[src/rtl/xfer_datapath.sv]
`default_nettype none

module xfer_datapath #(
    parameter int DATA_WIDTH  = 32,
    parameter int MEM_SIZE_KB = 1,
    localparam int MEM_DEPTH  = (MEM_SIZE_KB * 8192) / DATA_WIDTH,
    localparam int ADDR_WIDTH = $clog2(MEM_DEPTH)
) (
    input  wire                  clk,
    input  wire                  rst,
    input  wire                  pat_load_i,     // Command accept
    input  wire [DATA_WIDTH-1:0] wdata_i,        // Host word or fill pattern
    input  wire                  rd_capture_i,   // Read ack cycle
    input  wire [DATA_WIDTH-1:0] wb_rdat_i,
    input  wire                  adr_sel_dst_i,  // 1 = destination address
    input  wire                  wdat_sel_rd_i,  // 1 = copied read word
    input  wire [ADDR_WIDTH-1:0] src_addr_i,
    input  wire [ADDR_WIDTH-1:0] dst_addr_i,
    output logic [ADDR_WIDTH-1:0] wb_adr_o,
    output logic [DATA_WIDTH-1:0] wb_wdat_o,
    output logic [DATA_WIDTH-1:0] rdata_o
);

    logic [DATA_WIDTH-1:0] pat_q;   // Pattern or host write word
    logic [DATA_WIDTH-1:0] rd_q;    // Word in flight during a copy
    logic [DATA_WIDTH-1:0] host_q;  // Last host read result
    logic                  host_rd; // Read capture outside a copy

    // Copy reads come with the read-word select set
    assign host_rd = rd_capture_i && !wdat_sel_rd_i;

    always_ff @(posedge clk) begin
        if (pat_load_i)
            pat_q <= wdata_i;
        if (rd_capture_i)
            rd_q <= wb_rdat_i;  // Sampled in the ack cycle
    end

    // Host result holds until the next host read completes
    always_ff @(posedge clk) begin
        if (rst)
            host_q <= '0;
        else if (host_rd)
            host_q <= wb_rdat_i;
    end

    // Bus address and write data
    always_comb begin
        if (adr_sel_dst_i)
            wb_adr_o = dst_addr_i;
        else
            wb_adr_o = src_addr_i;

        if (wdat_sel_rd_i)
            wb_wdat_o = rd_q;   // Copy
        else
            wb_wdat_o = pat_q;  // Fill or host write
    end

    assign rdata_o = host_q;

endmodule

`default_nettype wire

[config.mk]
export PLATFORM = sky130hd
export DESIGN_NAME = xfer_datapath
export DESIGN_NICKNAME = d
export VERILOG_FILES = /design/src/rtl/xfer_datapath.sv
export SDC_FILE = /design/constraint.sdc
export NUM_CORES = 1
export LEC_CHECK = 0
export BUFFER_PORTS_ARGS = -buffer_cell sky130_fd_sc_hd__buf_2
export CAP_MARGIN = 20
export CORE_ASPECT_RATIO = 2
export CORE_MARGIN = 4
export CORE_UTILIZATION = 52
export DETAILED_ROUTE_END_ITERATION = 7
export PLACE_DENSITY_LB_ADDON = 0.08
export RECOVER_POWER = 100
export SYNTH_ARGS = -nofsm -noshare
export SYNTH_HDL_FRONTEND = slang
export SYNTH_SLANG_ARGS = --single-unit
[constraint.sdc]
create_clock -name clk -period 2.3 [get_ports clk]
set_clock_uncertainty 0.15 [all_clocks]
set_input_delay 0.115 -clock clk [delete_from_list [all_inputs] [get_ports clk]]
set_output_delay 0.115 -clock clk [all_outputs]
set_load 0.02 [all_outputs]
======== Yosys cells after proc, flatten, opt, wreduce, memory -nomap -nowiden ========
Index checks and enable logic that the tools add are counted.
storage, ports and cells
  register bits after elaboration ......... 96
  bits of input ports ..................... 86
  logic and storage cells ................. 7
operators by class
  multiplexer cells ....................... 2
  reductions and logical operators ........ 2
operators by type and width
  cell                 number
  $mux W32             1
  $mux W8              1
  $logic_and A1 B1 Y1  1
  $logic_not A1 Y1     1

======== Depth between registers and ports, before layout ========
  word-level depth ........................ 2
  mapped depth ............................ 4
  mapped depth without buffers ............ 2

======== Worst setup path after synthesis ========
OpenSTA, ideal clock, no wires.
  kind .................................... input -> output
  start point ............................. input port wdat_sel_rd_i
  end point ............................... output port wb_wdat_o[10]
  arrival ................................. 829 ps
  required time ........................... 2,035 ps
  setup slack ............................. 1,206 ps
  stages on the path ...................... 4
  cell sequence ........................... buf_6 > buf_12 > buf_12 > mux2_4
between the ends
  word-level cells in the longest chain between the ends .. 1
RTL lines
  what                line  source
  start: declaration  16    input wire wdat_sel_rd_i,
  $mux W32            54    if (wdat_sel_rd_i)
  end: declaration    20    output logic [DATA_WIDTH-1:0] wb_wdat_o,
Every way passes these cells.

======== Worst setup path after layout ========
  start point ............................. input port rd_capture_i
  end point ............................... register host_q[10] (netlist: rdata_o[10])
between the ends
  word-level cells in the longest chain between the ends .. 1
RTL lines
  what                    line  source
  start: declaration      13    input wire rd_capture_i,
  $logic_and A1 B1 Y1     30    assign host_rd = rd_capture_i && !wdat_sel_rd_i;
  end signal: assignment  44    host_q <= wb_rdat_i;
  end: declaration        26    logic [DATA_WIDTH-1:0] host_q;
Every way passes these cells.
A chain may end at the register's enable or synchronous reset.

==> results.md <==
* Critical path class: primary input to flop
* ANT nets after route at 0
* Max-Cap Viols at 1
* Setup TNS at 0 ns
* Initial DRC count at 220
* Pwr/cell area at 751 nW/um2
* R2R Path Start: rdata_o[10]
* Syn Inst Count at 254
* CP Launch Type: primary input
* Arr. time, crit path at 1.83 ns
* Post-CTS sizing at 0
* All-Layer GR Usage at 21.1%
* CP peak stage delay at 0.79 ns
* CTS tree: built
* Synthesized area at 4030 um2
* Status: complete, but fails checks
* Dpl ws at 0.610 ns
* Hold crit path type: flop to flop
* Post-CTS Setup Inserts at 0
* HPWL after DPL at 5840 um
* Reg-to-Reg End: rdata_o[10]
* CTS max path bufs at 2
* Clock sink count at 96
* Antenna violations before repair at 0
* Failing checks: max-capacitance violations, max-slew violations
* Worst Tran Pin Value at between 1.5 and 2 ns
* Latest clock arrival within the worst-skew pair at between 0.3 and 0.4 ns
* Crit path required time at 2.38 ns
* Commonest non-fill, non-tap cell in the layout: clkbuf_1
* Reg area at 2560 um2
* Worst hold start: rdata_o[25]
* Max-slew violations at 33
* Max stage delay cell, worst path: clkbuf_1
* Worst vdd ir at 0.822 mV
* Syn Nets at 340
* Routability cong. at 0.735
* Reg2reg setup slack at 1.45 ns
* Total Die Area at 9300 um2
* Flops & latches, synth at 96
* Vias per cell at around 5
* First-pass GRT wire length at 15500 um
* Max frequency at 571 MHz
* Filler cells at 553
* Die span in y at 132 um
* LEAKAGE at 2.12 nW
* Area delta synth->final at 39.9%
* Most frequent cells in the layout: clkbuf_1 (98), dlygate4sd3_1 (64), edfxtp_1 (64)
* Clk Tree Root Cell: clkbuf_16
* Fin. Hold Viols at 0
* Vias in the first global route at 3106
* Deepest level of the CTS H-tree at 3
* Drt total wl at 9510 um
* Unrepaired setup endpoints after global routing: no
* Layout Nets at 554
* Final period util at 76.1%
* Initial Util at approximately 53%
* Overflow after GRT at 0
* Area of the multi-input gates at roughly 1300 um2
* Sequential fraction of the synthesis area at 63.6%
* Routed len/inst at 16.8 um
* Core footprint at 7540 um2
* Slew HR at -22.5%
* YS warnings at 0
* Via count at a little under 3000
* CP startpoint: rd_capture_i
* Final-report setup violation count at 0
* CP Capture Type: flop
* Buffers on Ports at roughly 160
* Post-synthesis cell type count at 14
* Worst-path fanout max at 23
* Mean Syn Cell Area at between 15 and 20 um2
* Router iterations before antenna repair at 4
* # DRC at 0
* Hold Buf Count CTS at 64
* Largest net degree at the start of global routing at 65
* Ant. Diodes at 0
* Tmin final at 1.75 ns
* Layout cells sized above 1 at 24.3%
* Die W at 70.2 um
* Hold endpoint: rdata_o[25]
* FF-to-FF path depth at 2
* Slack of the critical path at 0.550 ns
* Inserted Clock Buffers at 9
* Clk pin slew, worst setup/hold paths at 0.06 ns
* Worst path cell trace: clkbuf_1, clkbuf_2, nand4bb_1, o21ai_0
* Hold Path Depth at 2
* Cell Rows at between 40 and 50
* I/O pin cnt at 158
[flip-flops by register name, summed over array words and instances, names as in the netlist]
register and count:
pat_q 32, rd_q 32, rdata_o 32
[layer usage]
metal	track usage, %	up-vias	part of all wire [%]
met5	0	-	0
met4	8.21	0	2.3
met3	4.71	18	5.8
met2	37.8	121	54
met1	23.9	1370	38
li1	-	1380	-
[stage by stage]
stage	cells	power [mW]	area [um2]	utilization (%)	hold slack (ns)
after detailed placement	487	2.60	4800	63.7	0.143
after floorplan	254	2.38	4030	-	0.0639
final	567	4.23	5630	74.7	0.325
after global routing	567	4.39	5630	74.7	0.349
after global placement	487	2.58	4800	63.7	0.141
after CTS	567	4.29	5780	76.6	0.104
[cell type report]
type                    count  share of cell area [%]
well taps                  94                    2.09
flip-flops and latches     96                    45.5
multi-input cells         137                    22.8
repair buffers            224                    23.7
clock buffers              12                    4.20
clock inverters             4                    1.67
[report_power, final]
group          internal, mW  total, mW  switching [mW]
Sequential             1.97       2.01          0.0420
Combinational         0.285      0.600           0.315
Clock                  1.06       1.62           0.557
[cells by family after synthesis]
logic type,count (synthesis),synth area share [%]
AO/OA/AOI/OAI,32,3.98
AND/OR/NAND/NOR,65,14.4
multiplexers,40,14.0
flip-flops,96,63.6
buffers and inverters,21,3.98
[worst max path at each step]
stage,cells after the start,to
6_report,4,rdata_o[10]
5_1_grt,4,rdata_o[10]
4_1_cts,4,wb_wdat_o[1]
3_5_place_dp,4,rdata_o[31]
3_3_place_gp,4,rdata_o[16]
2_1_floorplan,4,wb_wdat_o[10]
[synthesized netlist by cell type (all sizes together)]
library cell	n	area, um2
nand2b	32	200
clkbuf	9	33.8
buf	12	126
nand4bb	32	370
mux2	40	563
o21ai	32	160
and2b	1	10.0
dfxtp	32	641
edfxtp	64	1920
[critical path: cells and delay by family]
kind	cells	cell delay (ns)
buffers and inverters	2	1.38
and+or+nand+nor	1	0.18
AOI/OAI and AO/OA	1	0.14
Note: power is estimated with default switching activity, not from simulation.
