===== src/rtl/xfer_word_counter.sv =====
`default_nettype none

module xfer_word_counter #(
    parameter int DATA_WIDTH  = 32,
    parameter int MEM_SIZE_KB = 1,
    localparam int MEM_DEPTH  = (MEM_SIZE_KB * 8192) / DATA_WIDTH,
    localparam int ADDR_WIDTH = $clog2(MEM_DEPTH)
) (
    input  wire                  clk,
    input  wire                  rst,
    input  wire                  cnt_load_i,  // Take length and both start addresses
    input  wire                  cnt_dec_i,   // One word done
    input  wire                  src_step_i,
    input  wire                  dst_step_i,
    input  wire [ADDR_WIDTH:0]   len_i,       // One extra bit for a full-memory length
    input  wire [ADDR_WIDTH-1:0] src_addr_i,
    input  wire [ADDR_WIDTH-1:0] dst_addr_i,
    output logic [ADDR_WIDTH-1:0] src_addr_o,
    output logic [ADDR_WIDTH-1:0] dst_addr_o,
    output logic                 cnt_zero_o
);

    logic [ADDR_WIDTH:0]   cnt_q;  // Words still to move
    logic [ADDR_WIDTH-1:0] src_q;
    logic [ADDR_WIDTH-1:0] dst_q;

    // Remaining count is control state
    always_ff @(posedge clk) begin
        if (rst) begin
            cnt_q <= '0;
        end else if (cnt_load_i) begin
            cnt_q <= len_i;
        end else if (cnt_dec_i) begin
            cnt_q <= cnt_q - 1'b1;
        end
    end

    // Address counters wrap at the memory depth
    always_ff @(posedge clk) begin
        if (cnt_load_i) begin
            src_q <= src_addr_i;
            dst_q <= dst_addr_i;
        end else begin
            if (src_step_i)
                src_q <= src_q + 1'b1;  // Natural wrap
            if (dst_step_i)
                dst_q <= dst_q + 1'b1;
        end
    end

    assign src_addr_o = src_q;
    assign dst_addr_o = dst_q;
    assign cnt_zero_o = (cnt_q == '0);  // From the registered count

    // Controller must stop before the count runs out
    a_no_dec_at_zero : assert property (@(posedge clk) disable iff (rst)
        cnt_dec_i |-> !cnt_zero_o);

endmodule

`default_nettype wire


===== config.mk =====
export PLATFORM = sky130hd
export DESIGN_NAME = xfer_word_counter
export DESIGN_NICKNAME = d
export VERILOG_FILES = /design/src/rtl/xfer_word_counter.sv
export SDC_FILE = /design/constraint.sdc
export NUM_CORES = 1
export LEC_CHECK = 0
export ABC_AREA = 0
export BUFFER_PORTS_ARGS = -buffer_cell sky130_fd_sc_hd__clkbuf_2
export CAP_MARGIN = 20
export CORE_UTILIZATION = 40
export CTS_CLUSTER_SIZE = 14
export DETAILED_ROUTE_END_ITERATION = 10
export PLACE_DENSITY = 0.7
export SYNTH_ARGS = -nofsm -noshare
export SYNTH_HDL_FRONTEND = slang
export SYNTH_SLANG_ARGS = --single-unit

===== constraint.sdc =====
create_clock -name clk -period 2.1 [get_ports clk]
set_clock_uncertainty 0.2 [all_clocks]
set_input_delay 0.42 -clock clk [delete_from_list [all_inputs] [get_ports clk]]
set_output_delay 0.42 -clock clk [all_outputs]
set_load 0.005 [all_outputs]

# Yosys cells after proc, flatten, opt, wreduce, memory -nomap -nowiden
# Cells that the tools add are included.
# W data, S select, Z words.
# word_totals
regBits	25
out_inout_bits	17
elab_cells	16
in_bits	31
# op_classes
n_mux	6
add_sub_neg	3
n_reduce_logical	4
# op_table
cell	n
$mux W8	4
$mux W9	2
$add A8 B1 Y8 const B	2
$logic_not A9 Y1	1
$sub A9 B1 Y9 const B	1
$reduce_bool A2 Y1	3

# Longest topological paths before layout
# logic_depth
ltp_word	3
mapped_depth	5
ltp_nobuf	5

# Least setup slack after synthesis
# Ideal clock, no wire load.
# synth_path
path_kind	register -> output
startpoint	reg cnt_q[0]
endpoint	out cnt_zero_o
path_stages_with_launch	6
t_arrival_ps	1129
setup_slack_ps	351
n_path_buf	0
required_ps	1480
cell_sequence	dfxtp_1 > inv_1 > ha_1 > nor4b_1 > and2_1 > nor2b_1
# synth_between
elab_chain_len	1
# synth_rtl
element	line_no	source
start, declared	23	logic [ADDR_WIDTH:0] cnt_q;
start signal, assigned	32	cnt_q <= len_i;
start signal, assigned	34	cnt_q <= cnt_q - 1'b1;
$logic_not A9 Y1	53	assign cnt_zero_o = (cnt_q == '0);
end, declared	20	output logic cnt_zero_o
# Every way passes these cells.

# Final worst setup path
# Same ends and word-level chain as after synthesis.

==> metrics.txt <==
gr ovfl total=0; Die Wd=approximately 62 um; Max Fanout on Critical Path=3; port bufs=47; WP depth=6; H-tree Lvls=1; core area=approximately 3400 um^2; total wire length=roughly 3200 um; Non-Filler Instances=246; required time worst endpoint=between 1 and 1.5 ns; critical-path cell list=inv_2 > ha_4 > nor4b_4 > and2_4 > nor2b_1 > buf_2; DRC viols=0; Worst Tran Pin Value=just over 0.5 ns; top cells by area, synth=edfxtp_1 (33%), dfxtp_1 (13%), nand2_1 (6.3%), nand3_1 (4.2%), o211ai_1 (3.6%); Clock Latency Late Sink=roughly 0.32 ns; Primary FF master, synth=edfxtp_1; area grow syn2layout=26.24%; DP Worst Slack=0.08742 ns; hold_sp=len_i[1]; Post-Syn Area=~1400 um^2; Vias/cell=5.260; Reg2Reg Depth=3; syn nets=~190; CTS root buf=clkbuf_4; VDD IR-drop max=approximately 0.00029 V; CTS buffer count=3; most frequent cells in the layout=clkbuf_2 (46), nand2_1 (24), edfxtp_1 (16); Inst Count DP=~240; design area=1818 um^2; hold buffers post-CTS=0; GPL Wtd Cong=0.8824; FF+latch count, synth=25; clk sink count=25; Final period util=102.2%; final hold viol count=0; Slew Viols, Final=0; Cells after Synth=approximately 150; Slowest-stage cell, CP=dfxtp_4; initial antenna violation count=0; top-area cell type share of the netlist area=between 30% and 40%; Peak Freq=~470 MHz; endpoint class of the critical path=output pin; starting density of the core=a little over two fifths; Cell Area, Placed=about 1700 um^2; Clock Path Buffers=2; violated checks=setup timing; fraction of layout cells with a size suffix above 1=36.50%; Final setup viols=1; placed wire-length estimate=~2300 um; first-pass GRT wire length=~5200 um; site row count=21; Final Critical Period=2.147 ns; Crit Path Category=flop to output pin; crit-path max cell delay=approximately 0.37 ns; HP Class=primary input to flop; Startpoint Class=flop; DRT antenna net count=0; Yosys cell types=38; Syn Area/Cell=~9.5 um^2; Synth Warn #=0; commonest non-fill, non-tap cell in the layout=clkbuf_2; antenna cells=0; vias=approximately 1300; Avg WL per Cell=approximately 13 um; max_cap viols=0; 1st-iter DRT viols=between 60 and 70; share of async-settable or async-resettable flops after synthesis=0%; clock-pin slew on the worst setup and hold paths=approximately 0.14 ns; vias in the first global route=roughly 1200; Pleak=approximately 0.74 nW; Worst Path Buf+Inv=2; Seq/Total Area, Yosys=between 40% and 50%; number of synthesized flops with an enable pin=16; RR Endpoint=dst_addr_o[7]; Slew headroom=roughly two thirds; die area=slightly below 4000 um^2; TritonRoute pass-1 iters=4; nets@finish=between 200 and 250; num ports=between 40 and 50; largest net degree at the start of global routing=slightly above 40; setup ws final=-0.04661 ns; R2R Path Start=dst_addr_o[2]; Hold Path Cell Cnt=3; PD cells=636.8 nW/um^2; data arrival time of the worst path=1.53 ns; FF-to-FF setup slack=0.46 ns; kind of cell adding the most delay to the critical path=simple AND/OR/NAND/NOR gates; WHS Endpoint=cnt_q[1]; gr usage total=between 10% and 20%; CTS tree=yes; RSZ-0062 raised after global routing=yes; largest area contributor in the netlist=edfxtp_1; status=finished with violations; Die Y=about 62 um
[tightest hold or removal path: cells and delay by family]
kind / cells / cell delay, ns
AOI/OAI and AO/OA: 1 / 0.05
and+or+nand+nor: 1 / 0.06
buffers and inverters: 1 / 0.08
[worst max-delay path by stage]
| stage | to | slack, ns | startpoint |
|---|---|---|---|
| 2_1_floorplan | cnt_zero_o | 0.35 | cnt_q[0] |
| 3_3_place_gp | cnt_zero_o | 0.18 | cnt_q[0] |
| 3_5_place_dp | cnt_zero_o | 0.09 | cnt_q[0] |
| 4_1_cts | cnt_zero_o | -0.05 | cnt_q[1] |
| 5_1_grt | cnt_zero_o | -0.11 | cnt_q[0] |
| 6_report | cnt_zero_o | -0.05 | cnt_q[0] |
[layout make-up]
type / instances / area (um^2)
clock buffer: 3 / 22.52
clock inverter: 1 / 5.005
fill: 340 / 1572
inverter: 6 / 25.02
multi-input combinational: 113 / 754.5
sequential: 25 / 668.1
tap: 46 / 57.56
timing repair buffer: 52 / 285.3
[cells in the mapped netlist (3+ instances only)]
| master | count |
|---|---|
| a21oi_1 | 4 |
| o311ai_1 | 3 |
| ha_1 | 3 |
| nand3_1 | 12 |
| o211ai_1 | 7 |
| or2_2 | 4 |
| edfxtp_1 | 16 |
| o21ai_0 | 8 |
| xor2_1 | 6 |
| nand4_1 | 4 |
| nand2_1 | 24 |
| inv_1 | 5 |
| nor2_1 | 5 |
| xnor2_1 | 3 |
| nor3b_1 | 3 |
| or4_1 | 5 |
| dfxtp_1 | 9 |
[what timing repair did]
item,in CTS,in global routing
buffers inserted,3,0
endpoints found under the setup margin,1,1
pin swaps,2,2
resized for setup,11,2
[routing by layer]
| metal | part of all wire [%] | wire length, um | global-route usage [%] |
|---|---|---|---|
| met5 | 0 | 0 | 0 |
| met4 | 1.1 | 36 | 7.619 |
| met3 | 3.2 | 104 | 2.899 |
| met2 | 50 | 1600 | 30.70 |
| met1 | 46 | 1488 | 23.67 |
[per-stage QoR]
stage	hold WS, ns	util, %	setup TNS (ns)	power, mW
2_1_floorplan	0.2928	-	0	0.8103
3_3_place_gp	0.3108	50.98	0	0.9148
3_5_place_dp	0.3363	50.98	0	0.9251
4_1_cts	0.1111	53.56	-0.04554	1.167
5_1_grt	0.1268	53.64	-0.1083	1.230
6_report	0.1168	53.64	-0.04661	1.158
[power by group]
group / switching, mW / internal (mW) / leakage [nW]
clock: 0.150 / 0.0714 / 0.0177
sequential: 0.0690 / 0.588 / 0.242
combinational: 0.130 / 0.149 / 0.476
total: 0.350 / 0.808 / 0.736
[cells by family (layout without fill, tap and decap cells)]
logic type / Yosys count / count (layout) / share of synthesized area, %
AND/OR/NAND/NOR: 68 / 68 / 25.98
buffers and inverters: 13 / 62 / 3.823
flip-flops: 25 / 25 / 45.87
AO/OA/AOI/OAI: 31 / 31 / 14.68
multiplexers: 2 / 2 / 1.564
adder cells (fa/ha/maj): 3 / 3 / 2.607
XOR/XNOR: 9 / 9 / 5.474
[sequential cells by signal (all words and copies together) (netlist names)]
signal and cells:
cnt_q 9, dst_addr_o 8, src_addr_o 8
Power figures use the tool's default switching activity.
