$ cat src/rtl/xfer_pkg.sv
`default_nettype none

package xfer_pkg;

    // Host command opcodes
    typedef enum logic [1:0] {
        OP_HOST_WRITE = 2'd0,  // One word from wdata to dst
        OP_HOST_READ  = 2'd1,  // One word from src to rdata
        OP_FILL       = 2'd2,  // Pattern word over len words from dst
        OP_COPY       = 2'd3   // Forward copy src -> dst, len words
    } xfer_op_t;

    // Controller states
    typedef enum logic [2:0] {
        ST_IDLE    = 3'd0,  // Waiting for a command
        ST_READ    = 3'd1,  // Copy read from source
        ST_WRITE   = 3'd2,  // Fill or copy write to destination
        ST_HOST_RD = 3'd3,  // Single host read
        ST_HOST_WR = 3'd4,  // Single host write
        ST_DONE    = 3'd5   // One-cycle completion pulse
    } ctrl_state_t;

    // A command is taken in ST_IDLE or ST_DONE, both with busy low

endpackage

`default_nettype wire

$ cat src/rtl/xfer_ctrl_fsm.sv
`default_nettype none

module xfer_ctrl_fsm (
    input  wire               clk,
    input  wire               rst,
    input  wire               cmd_valid_i,  // Single-cycle command strobe
    input  wire xfer_pkg::xfer_op_t cmd_op_i,
    input  wire               cnt_zero_i,
    input  wire               wb_ack_i,
    output logic              wb_cyc_o,
    output logic              wb_stb_o,
    output logic              wb_we_o,
    output logic              cnt_load_o,
    output logic              cnt_dec_o,
    output logic              src_step_o,
    output logic              dst_step_o,
    output logic              pat_load_o,
    output logic              rd_capture_o,
    output logic              adr_sel_dst_o,
    output logic              wdat_sel_rd_o,
    output logic              busy_o,
    output logic              done_o
);
    import xfer_pkg::*;

    ctrl_state_t state_q;
    ctrl_state_t state_d;
    logic        is_copy_q;  // Current command is a copy
    logic        accept;

    // Dropped while busy and taken again from ST_DONE
    assign accept = cmd_valid_i && (state_q == ST_IDLE || state_q == ST_DONE);

    always_ff @(posedge clk) begin
        if (rst) begin
            state_q   <= ST_IDLE;
            is_copy_q <= 1'b0;
        end else begin
            state_q <= state_d;
            if (accept)
                is_copy_q <= (cmd_op_i == OP_COPY);
        end
    end

    always_comb begin
        state_d       = state_q;
        wb_stb_o      = 1'b0;
        wb_we_o       = 1'b0;
        cnt_load_o    = 1'b0;
        cnt_dec_o     = 1'b0;
        src_step_o    = 1'b0;
        dst_step_o    = 1'b0;
        pat_load_o    = 1'b0;
        rd_capture_o  = 1'b0;
        adr_sel_dst_o = 1'b0;
        wdat_sel_rd_o = 1'b0;

        case (state_q)
            ST_IDLE, ST_DONE: begin
                state_d = ST_IDLE;
                if (accept) begin
                    cnt_load_o = 1'b1;  // Length and both addresses
                    pat_load_o = 1'b1;  // Host word or pattern
                    case (cmd_op_i)
                        OP_HOST_WRITE: state_d = ST_HOST_WR;
                        OP_HOST_READ:  state_d = ST_HOST_RD;
                        OP_FILL:       state_d = ST_WRITE;
                        default:       state_d = ST_READ;
                    endcase
                end
            end

            ST_READ: begin
                wdat_sel_rd_o = 1'b1;  // Marks a copy read for the datapath
                if (cnt_zero_i) begin
                    state_d = ST_DONE;  // Zero-length copy
                end else begin
                    wb_stb_o = 1'b1;
                    if (wb_ack_i) begin
                        rd_capture_o = 1'b1;
                        src_step_o   = 1'b1;
                        state_d      = ST_WRITE;
                    end
                end
            end

            ST_WRITE: begin
                wb_we_o       = 1'b1;
                adr_sel_dst_o = 1'b1;
                wdat_sel_rd_o = is_copy_q;
                if (!wb_ack_i && cnt_zero_i) begin
                    state_d = ST_DONE;  // Only reached with zero length
                end else begin
                    wb_stb_o  = 1'b1;
                    cnt_dec_o = !wb_ack_i;  // Count drops in the first cycle
                    if (wb_ack_i) begin
                        dst_step_o = 1'b1;
                        // Count already shows the words left after this one
                        if (cnt_zero_i)
                            state_d = ST_DONE;
                        else if (is_copy_q)
                            state_d = ST_READ;
                        else
                            state_d = ST_WRITE;
                    end
                end
            end

            ST_HOST_RD: begin
                wb_stb_o = 1'b1;  // Source address selected
                if (wb_ack_i) begin
                    rd_capture_o = 1'b1;
                    state_d      = ST_DONE;
                end
            end

            ST_HOST_WR: begin
                wb_stb_o      = 1'b1;
                wb_we_o       = 1'b1;
                adr_sel_dst_o = 1'b1;
                if (wb_ack_i)
                    state_d = ST_DONE;
            end

            default: state_d = ST_IDLE;
        endcase
    end

    assign wb_cyc_o = wb_stb_o;  // Cycle follows strobe with one master
    assign done_o   = (state_q == ST_DONE);
    assign busy_o   = !(state_q == ST_IDLE || state_q == ST_DONE);

    // Memory never acks while the engine is idle or finishing
    a_no_ack_idle : assert property (@(posedge clk) disable iff (rst)
        (state_q == ST_IDLE || state_q == ST_DONE) |-> !wb_ack_i);

endmodule

`default_nettype wire

$ cat config.mk
export PLATFORM = sky130hd
export DESIGN_NAME = xfer_ctrl_fsm
export DESIGN_NICKNAME = d
export VERILOG_FILES = /design/src/rtl/xfer_pkg.sv /design/src/rtl/xfer_ctrl_fsm.sv
export SDC_FILE = /design/constraint.sdc
export NUM_CORES = 1
export LEC_CHECK = 0
export BUFFER_PORTS_ARGS = -buffer_cell sky130_fd_sc_hd__buf_2
export CORE_AREA = 2 2 39 41
export DETAILED_ROUTE_END_ITERATION = 6
export DIE_AREA = 0 0 41 43
export PLACE_DENSITY = 0.76
export SETUP_SLACK_MARGIN = 0.05
export SYNTH_ARGS = -nofsm -noshare
export SYNTH_HDL_FRONTEND = slang
export SYNTH_SLANG_ARGS = --single-unit
$ cat constraint.sdc
create_clock -name clk -period 2 [get_ports clk]
set_input_delay 0.2 -clock clk [delete_from_list [all_inputs] [get_ports clk]]
set_output_delay 0.2 -clock clk [all_outputs]
set_load 0.02 [all_outputs]
# Word level (Yosys, flattened, before mapping)
# Cells that the tools add are included.
[totals]
inputBits = 7
word_cells = 49
out_inout_bits = 13
regBits = 4
[op_classes]
n_reduce_logical = 11
eq_ne = 11
n_mux = 25
[op_table]
columns = ["op", "count"]
rows = [
  ["3-bit 2-to-1 mux", 7],
  ["1-bit 2-to-1 mux", 12],
  ["3-bit one-hot mux with 4 select lines", 1],
  ["3-bit one-hot mux with 3 select lines", 1],
  ["3-bit by 2-bit equality test with 1-bit output, second input constant", 2],
  ["3-bit equality test, second input constant", 2],
  ["3-bit inequality test, second input constant", 2],
  ["2-bit OR reduction", 3],
  ["2-bit equality test, second input constant", 2],
  ["1-bit one-hot mux with 2 select lines", 2],
  ["3-bit by 1-bit equality test with 1-bit output, second input constant", 1],
  ["3-bit zero test", 1],
  ["1-bit one-hot mux with 3 select lines", 1],
  ["3-bit AND reduction", 1],
  ["2-bit by 1-bit equality test with 1-bit output, second input constant", 1],
  ["1-bit logical AND", 2],
  ["1-bit zero test", 2],
  ["2-bit zero test", 1],
  ["2-bit 2-to-1 mux", 1],
  ["2-bit by 1-bit inequality test with 1-bit output, second input constant", 1],
  ["1-bit logical OR", 1],
]

# Longest topological paths before layout
# Gate-level depths: netlist (run 1).
[logic_depth]
depth_word = 5
depth_mapped = 6
mapped_depth_nobuf = 5

# Worst setup path after synthesis (run 1)
# Ideal clock, no wire load.
[synth_timing]
kind = "register -> output"
startpoint = "register state_q[1]"
endpoint = "output port wb_stb_o"
arrival_time_ns = 1.651
required_ns = 1.800
n_path_buf = 3
path_slack_ns = 0.149
path_stages_with_launch = 6
cell_sequence = "dfxtp_1 > buf_4 > buf_2 > o21ai_0 > a221oi_1 > buf_4"
[synth_via]
elab_chain_len = 3
elab_cells_between_ends = 6
cone_classes = "eq/ne: 4; mux: 1; reduce/logical: 1"
[synth_rtl]
columns = ["item", "line_no", "rtl"]
rows = [
  ["start: declaration", "xfer_ctrl_fsm.sv:26", "ctrl_state_t state_q;"],
  ["start signal: assignment", "xfer_ctrl_fsm.sv:39", "state_q <= state_d;"],
  ["3-bit equality test / 3-bit by 2-bit equality test with 1-bit output (equally long branches)", "xfer_ctrl_fsm.sv:58", "case (state_q)"],
  ["2-bit OR reduction (no source line)", "n/a", ""],
  ["1-bit one-hot mux with 3 select lines (*)", "xfer_ctrl_fsm.sv:58", ""],
  ["end: declaration", "xfer_ctrl_fsm.sv:11", "output logic wb_stb_o,"],
]
# Every way passes the cells marked *; elsewhere a longest branch is shown, timed or not.

# Final worst setup path (run 1)
[layout_timing]
startpoint = "register state_q[0]"
endpoint = "output port cnt_load_o"
[layout_via]
elab_chain_len = 5
elab_cells_between_ends = 7
cone_classes = "eq/ne: 1; mux: 2; reduce/logical: 4"
[layout_rtl]
columns = ["item", "line_no", "rtl"]
rows = [
  ["3-bit equality test / 3-bit zero test (equally long branches)", "xfer_ctrl_fsm.sv:32, xfer_ctrl_fsm.sv:58", ""],
  ["1-bit logical OR", "xfer_ctrl_fsm.sv:32", "assign accept = cmd_valid_i && (state_q == ST_IDLE || state_q == ST_DONE);"],
  ["1-bit logical AND", "xfer_ctrl_fsm.sv:32", ""],
  ["1-bit 2-to-1 mux", "xfer_ctrl_fsm.sv:61", "if (accept) begin"],
  ["1-bit 2-to-1 mux (*)", "xfer_ctrl_fsm.sv:58", ""],
  ["end: declaration", "xfer_ctrl_fsm.sv:13", "output logic cnt_load_o,"],
]
# Marked as above.

==> flow_summary_export.csv, run 1 <==
group,metric,value,unit
setup_path,crit_type,"register to primary output",
clocking,worstSkewPairLatency,0.25,ns
setup_path,cp.required,1.80,ns
sta,setup_viol,0,
hold_path,worstHoldPathCells,2,
die,die_w,41,µm
die,dieArea,0.00176,mm²
die,core_region_area,0.00138,mm²
global_routing,grt_pass1_vias,467,
yosys,ys_seq_area_share,15.5,%
global_routing,grt_usage,16.6,%
setup_path,end_kind,"primary output",
setup_path,path_max_fanout,11,
placed_design,hpwl,1010,µm
sta,fin_crit,1.79,ns
die,initial_core_util,37.4,%
yosys,synth_compound_area_share,23.4,%
clocking,clock_path_buffers,2,
yosys,synth_top_family_by_area,"simple AND/OR/NAND/NOR gates",
sta,rsz0062_at_grt,"no",
sta,slew_viol_final,0,
die,pin_count,20,
sta,finalHoldViolations,0,
pwr,power.leakage,0.286,nW
yosys,synth-simple-area-share,34.5,%
detailed_routing,drc,0,
die,dieHeight,43,µm
setup_path,ff2ff_path_depth,5,
yosys,synthMuxAreaShare,1.93,%
finish,layout.nets,97,
detailed_routing,vias_per_cell,5.66,
sta,fmax,559,MHz
clocking,cts_root_buffer,"clkbuf_4",
detailed_routing,vias,572,
yosys,synthAdderAreaFrac,7.25,%
clocking,h-tree-depth,1,
sta,fin_skew,0.00932,ns
yosys,synth-seq-cells,4,
yosys,synth_xor_xnor_area_share,1.69,%
clocking,cts_made_buffers,3,
sta,tightest_slew,0.366,ns
yosys,netlist_instances,69,
die,num_rows,14,
clocking,post_cts_buffers,0,
detailed_routing,wirelength,1310,µm
sta,finalSetupTns,0,ns
yosys,ys_warn_count,0,
hold_path,hold_path.class,"input pin to register",
finish,layout_common_cells,"buf_2, nor2_1, inv_1, o21ai_0, dfxtp_1",
global_routing,grt_overflow,0,
finish,syn2layout_area_growth,17.4,%
yosys,synth.net_count,79,
global_routing,antenna_found_initial,0,
detailed_routing,wl_per_cell,13.0,µm
run,cap_violations,0,
yosys,synth_area_per_cell,7.51,µm²
detailed_routing,dr.pass1.iters,5,
placed_design,portBuffers,19,
placed_design,place_congestion,0.872,
pwr,power_density,1720,mW/mm²
status,status,"finished, final reports clean",
pwr,finalPower,1.04,mW
setup_path,arrival,1.59,ns
sta,post-route-period-util,89.4,%
pwr,ir_worst_vdd,0.000601,V
clocking,cts_tree,"yes",
global_routing,grt_max_degree,13,
clocking,path_clk_slew,0.04,ns
detailed_routing,antenna_left,0,
detailed_routing,drt-initial-drc-count,41,
finish,insertedDiodeCount,0,
clocking,hold_buffers,0,
clocking,clock_sinks,4,
yosys,netlist_area,518,µm²
finish,layout_commonest_cell,"buf_2",
clocking,cts_resized,0,
sta,slew_headroom,75.6,%
finish,drive_above_1_share,32.9,%
global_routing,grt_pass1_wl,2040,µm
setup_path,start_kind,"register",
yosys,synthDistinctLibCells,32,
==> layout make-up <==
class,count,area [µm²]
well taps,16,20.0
multi-input cells,52,357
flip-flops and latches,4,80.1
repair buffers,21,110
fillers,142,776
clock buffers,3,22.5
inverters,5,18.8
==> registers in the layout, indices dropped and copies added, names as in the netlist <==
signal,count
state_q,3
is_copy_q,1
==> logic make-up (layout without fill, tap and decap cells) <==
family | count (synthesis) | count (layout)
flops | 4 | 4
simple gates | 28 | 28
mux | 1 | 1
fa+ha+maj | 3 | 3
compound gates | 19 | 19
buf+inv | 13 | 29
xor+xnor | 1 | 1
==> metrics by stage <==
| stage | hold slack (ns) | util (%) | instance area, µm² | instances | setup WS [ns] |
|---|---|---|---|---|---|
| 6_report | 0.196 | 43.9 | 608 | 101 | 0.212 |
| 5_1_grt | 0.197 | 43.9 | 608 | 101 | 0.138 |
| 4_1_cts | 0.187 | 43.9 | 608 | 101 | 0.221 |
| 3_5_place_dp | 0.453 | 42.3 | 586 | 98 | 0.495 |
| 3_3_place_gp | 0.445 | 42.3 | 586 | 98 | 0.527 |
| 2_1_floorplan | 0.272 | - | 518 | 69 | 0.149 |
==> per-layer routing <==
layer  GRT usage [%]  share of wire, %  vias to the layer above
met4            10.7               3.3                        0
met1            22.1                40                      253
met5               0                 0                        -
li1                -                 -                      277
met2            24.4                48                       36
met3            1.57               8.1                        6
==> critical path: stages (launching register included) <==
cell	delay [ns]
dfxtp_1	0.51
and2b_4	0.26
nor4b_4	0.33
buf_2	0.24
==> report_power, final <==
group | internal, mW | switching (mW) | total [mW]
Clock | 0.0677 | 0.0413 | 0.109
Sequential | 0.110 | 0.0758 | 0.186
Combinational | 0.298 | 0.450 | 0.749
Total | 0.477 | 0.568 | 1.04
==> final timing paths <==
| check | from | to | slack [ns] |
|---|---|---|---|
| max | state_q[0] | cnt_load_o | 0.21 |
| min | rst | is_copy_q | 0.20 |
| max reg2reg | state_q[1] | state_q[1] | 0.50 |
| min reg2reg | is_copy_q | is_copy_q | 0.57 |
==> synthesized netlist by cell type <==
master,count,area [µm²]
nor4_1,1,6.26
xnor2_1,1,8.76
and2b_4,1,10.0
inv_1,5,18.8
buf_6,2,22.5
nand2b_2,1,8.76
buf_4,4,30.0
a222oi_1,1,10.0
nand3_1,3,15.0
ha_1,3,37.5
or2b_1,1,7.51
dfxtp_1,4,80.1
or3_1,1,6.26
buf_2,2,10.0
o21ai_1,3,15.0
a21oi_1,3,15.0
nor4b_4,1,23.8
o21ai_0,5,25.0
nor3b_1,1,7.51
nor3_1,2,10.0
nand2_1,2,7.51
and4b_1,1,10.0
a211oi_1,2,15.0
a221oi_1,1,8.76
or2_1,1,6.26
mux2i_1,1,10.0
nor2b_4,1,13.8
nor2b_1,2,12.5
a32oi_1,1,8.76
o21bai_1,2,15.0
nor2_1,9,33.8
o2111ai_1,1,8.76
(Power assumes the default switching activity.)
==> inputs of run 2 (changes only) <==
--- a/config.mk
+++ b/config.mk
@@ -5,7 +5,7 @@
 export SDC_FILE = /design/constraint.sdc
 export NUM_CORES = 1
 export LEC_CHECK = 0
-export BUFFER_PORTS_ARGS = -buffer_cell sky130_fd_sc_hd__buf_2
+export BUFFER_PORTS_ARGS = -buffer_cell sky130_fd_sc_hd__buf_4
 export CORE_AREA = 2 2 39 41
 export DETAILED_ROUTE_END_ITERATION = 6
 export DIE_AREA = 0 0 41 43
==> constraint.sdc (replaced) <==
create_clock -name clk -period 2.26 [get_ports clk]
set_input_delay 0.226 -clock clk [delete_from_list [all_inputs] [get_ports clk]]
set_output_delay 0.226 -clock clk [all_outputs]
set_load 0.02 [all_outputs]
==> flow_summary_export.csv, run 2 (synthesis results as in run 1) <==
group,metric,value,unit
global_routing,grt_pass1_wl,1970,µm
detailed_routing,wirelength,1220,µm
clocking,cts_tree,"yes",
sta,fin_skew,0.00269,ns
sta,fin_crit,1.90,ns
pwr,combPwrFrac,72.8,%
pwr,ir_worst_vdd,0.000528,V
pwr,p_sw,0.492,mW
die,pin_count,20,
sta,finalHoldViolations,0,
die,core_region_area,0.00138,mm²
pwr,finalPower,0.970,mW
sta,setup_viol,0,
detailed_routing,drc,0,
detailed_routing,drt-initial-drc-count,17,
clocking,cts_resized,0,
pwr,power_density,1500,mW/mm²
sta,post-route-period-util,84.1,%
pwr,power.leakage,0.289,nW
placed_design,hpwl,937,µm
clocking,cts_made_buffers,3,
finish,regMostFlops,"state_q",
clocking,clock_path_buffers,2,
finish,layout.nets,96,
global_routing,grt_pass1_vias,486,
detailed_routing,dr.pass1.iters,4,
pwr,clkPwrFrac,9.1,%
placed_design,pre_cts_ws,0.608,ns
sta,finalSetupTns,0,ns
global_routing,grt_usage,15.7,%
clocking,clock_sinks,4,
finish,syn2layout_area_growth,25.1,%
setup_path,end_kind,"primary output",
die,initial_core_util,37.4,%
sta,setup_ws,0.360,ns
sta,rsz0062_at_grt,"no",
setup_path,path_max_fanout,17,
global_routing,antenna_found_initial,0,
sta,slew_viol_final,0,
status,status,"finished, final reports clean",
setup_path,crit_type,"register to primary output",
placed_design,place_congestion,0.876,
finish,layout_commonest_cell,"buf_4",
global_routing,grt_max_degree,18,
finish,layout_common_cells,"buf_4, nor2_1, inv_1, o21ai_0, dfxtp_1",
finish,drive_above_1_share,32.1,%
clocking,worstSkewPairLatency,0.23,ns
setup_path,arrival,1.67,ns
run,cap_violations,0,
setup_path,start_kind,"register",
detailed_routing,wl_per_cell,12.2,µm
detailed_routing,vias_per_cell,5.40,
die,dieHeight,43,µm
detailed_routing,vias,540,
pwr,netSwitchingFraction,50.7,%
placed_design,portBuffers,19,
sta,tightest_slew,0.588,ns
hold_path,worstHoldPathCells,2,
pwr,intPower,0.478,mW
clocking,cts_root_buffer,"clkbuf_4",
clocking,hold_buffers,0,
sta,fmax,526,MHz
sta,slew_headroom,60.8,%
finish,reg.largest.list,"state_q (3), is_copy_q (1)",
die,die_w,41,µm
finish,largest_register_ffs,3,
finish,insertedDiodeCount,0,
setup_path,rrSetupSlack,0.65,ns
die,dieArea,0.00176,mm²
clocking,post_cts_buffers,0,
setup_path,cp.required,2.03,ns
detailed_routing,antenna_left,0,
hold_path,hold_path.class,"input pin to register",
die,num_rows,14,
global_routing,grt_overflow,0,
clocking,path_clk_slew,0.04,ns
clocking,h-tree-depth,1,
pwr,power_frac_seq,18.1,%
setup_path,ff2ff_path_depth,4,
## run 2: final timing paths
path           endpoint       start
max          cnt_load_o  state_q[2]
min           is_copy_q         rst
max reg2reg   is_copy_q  state_q[2]
min reg2reg   is_copy_q   is_copy_q
## run 2: area by class of cell
class / count / area [µm²]
flip-flops and latches: 4 / 80.1
clock buffers: 3 / 22.5
fillers: 141 / 736
multi-input cells: 52 / 357
repair buffers: 20 / 150
well taps: 16 / 20.0
inverters: 5 / 18.8
## run 2: metal layers
metal,GRT usage (%),vias up,routed length (µm)
li1,-,272,-
met1,22.1,243,524
met2,23.8,25,580
met3,1.57,0,112
met4,6.00,0,0
met5,0,-,0
## run 2: per-stage QoR
| stage | std cells | util, % | instance area [µm²] | hold slack, ns |
|---|---|---|---|---|
| 2_1_floorplan | 69 | - | 518 | 0.298 |
| 3_3_place_gp | 97 | 45.2 | 626 | 0.437 |
| 3_5_place_dp | 97 | 45.2 | 626 | 0.442 |
| 4_1_cts | 100 | 46.8 | 648 | 0.193 |
| 5_1_grt | 100 | 46.8 | 648 | 0.204 |
| 6_report | 100 | 46.8 | 648 | 0.196 |
## run 2: power by group through the flow
stage               Combinational [mW]  Sequential, mW  Clock (mW)
floorplan                        0.622           0.109           0
global placement                 0.696           0.174           0
detailed placement               0.708           0.175           0
CTS                              0.709           0.174      0.0902
global route                     0.769           0.185      0.0940
finish                           0.706           0.176      0.0879
## run 2: worst max-delay path, cell delays in order (launching register included)
cell and delay [ns]:
dfxtp_1 0.68, nor2b_4 0.11, nor4b_4 0.43, buf_4 0.22
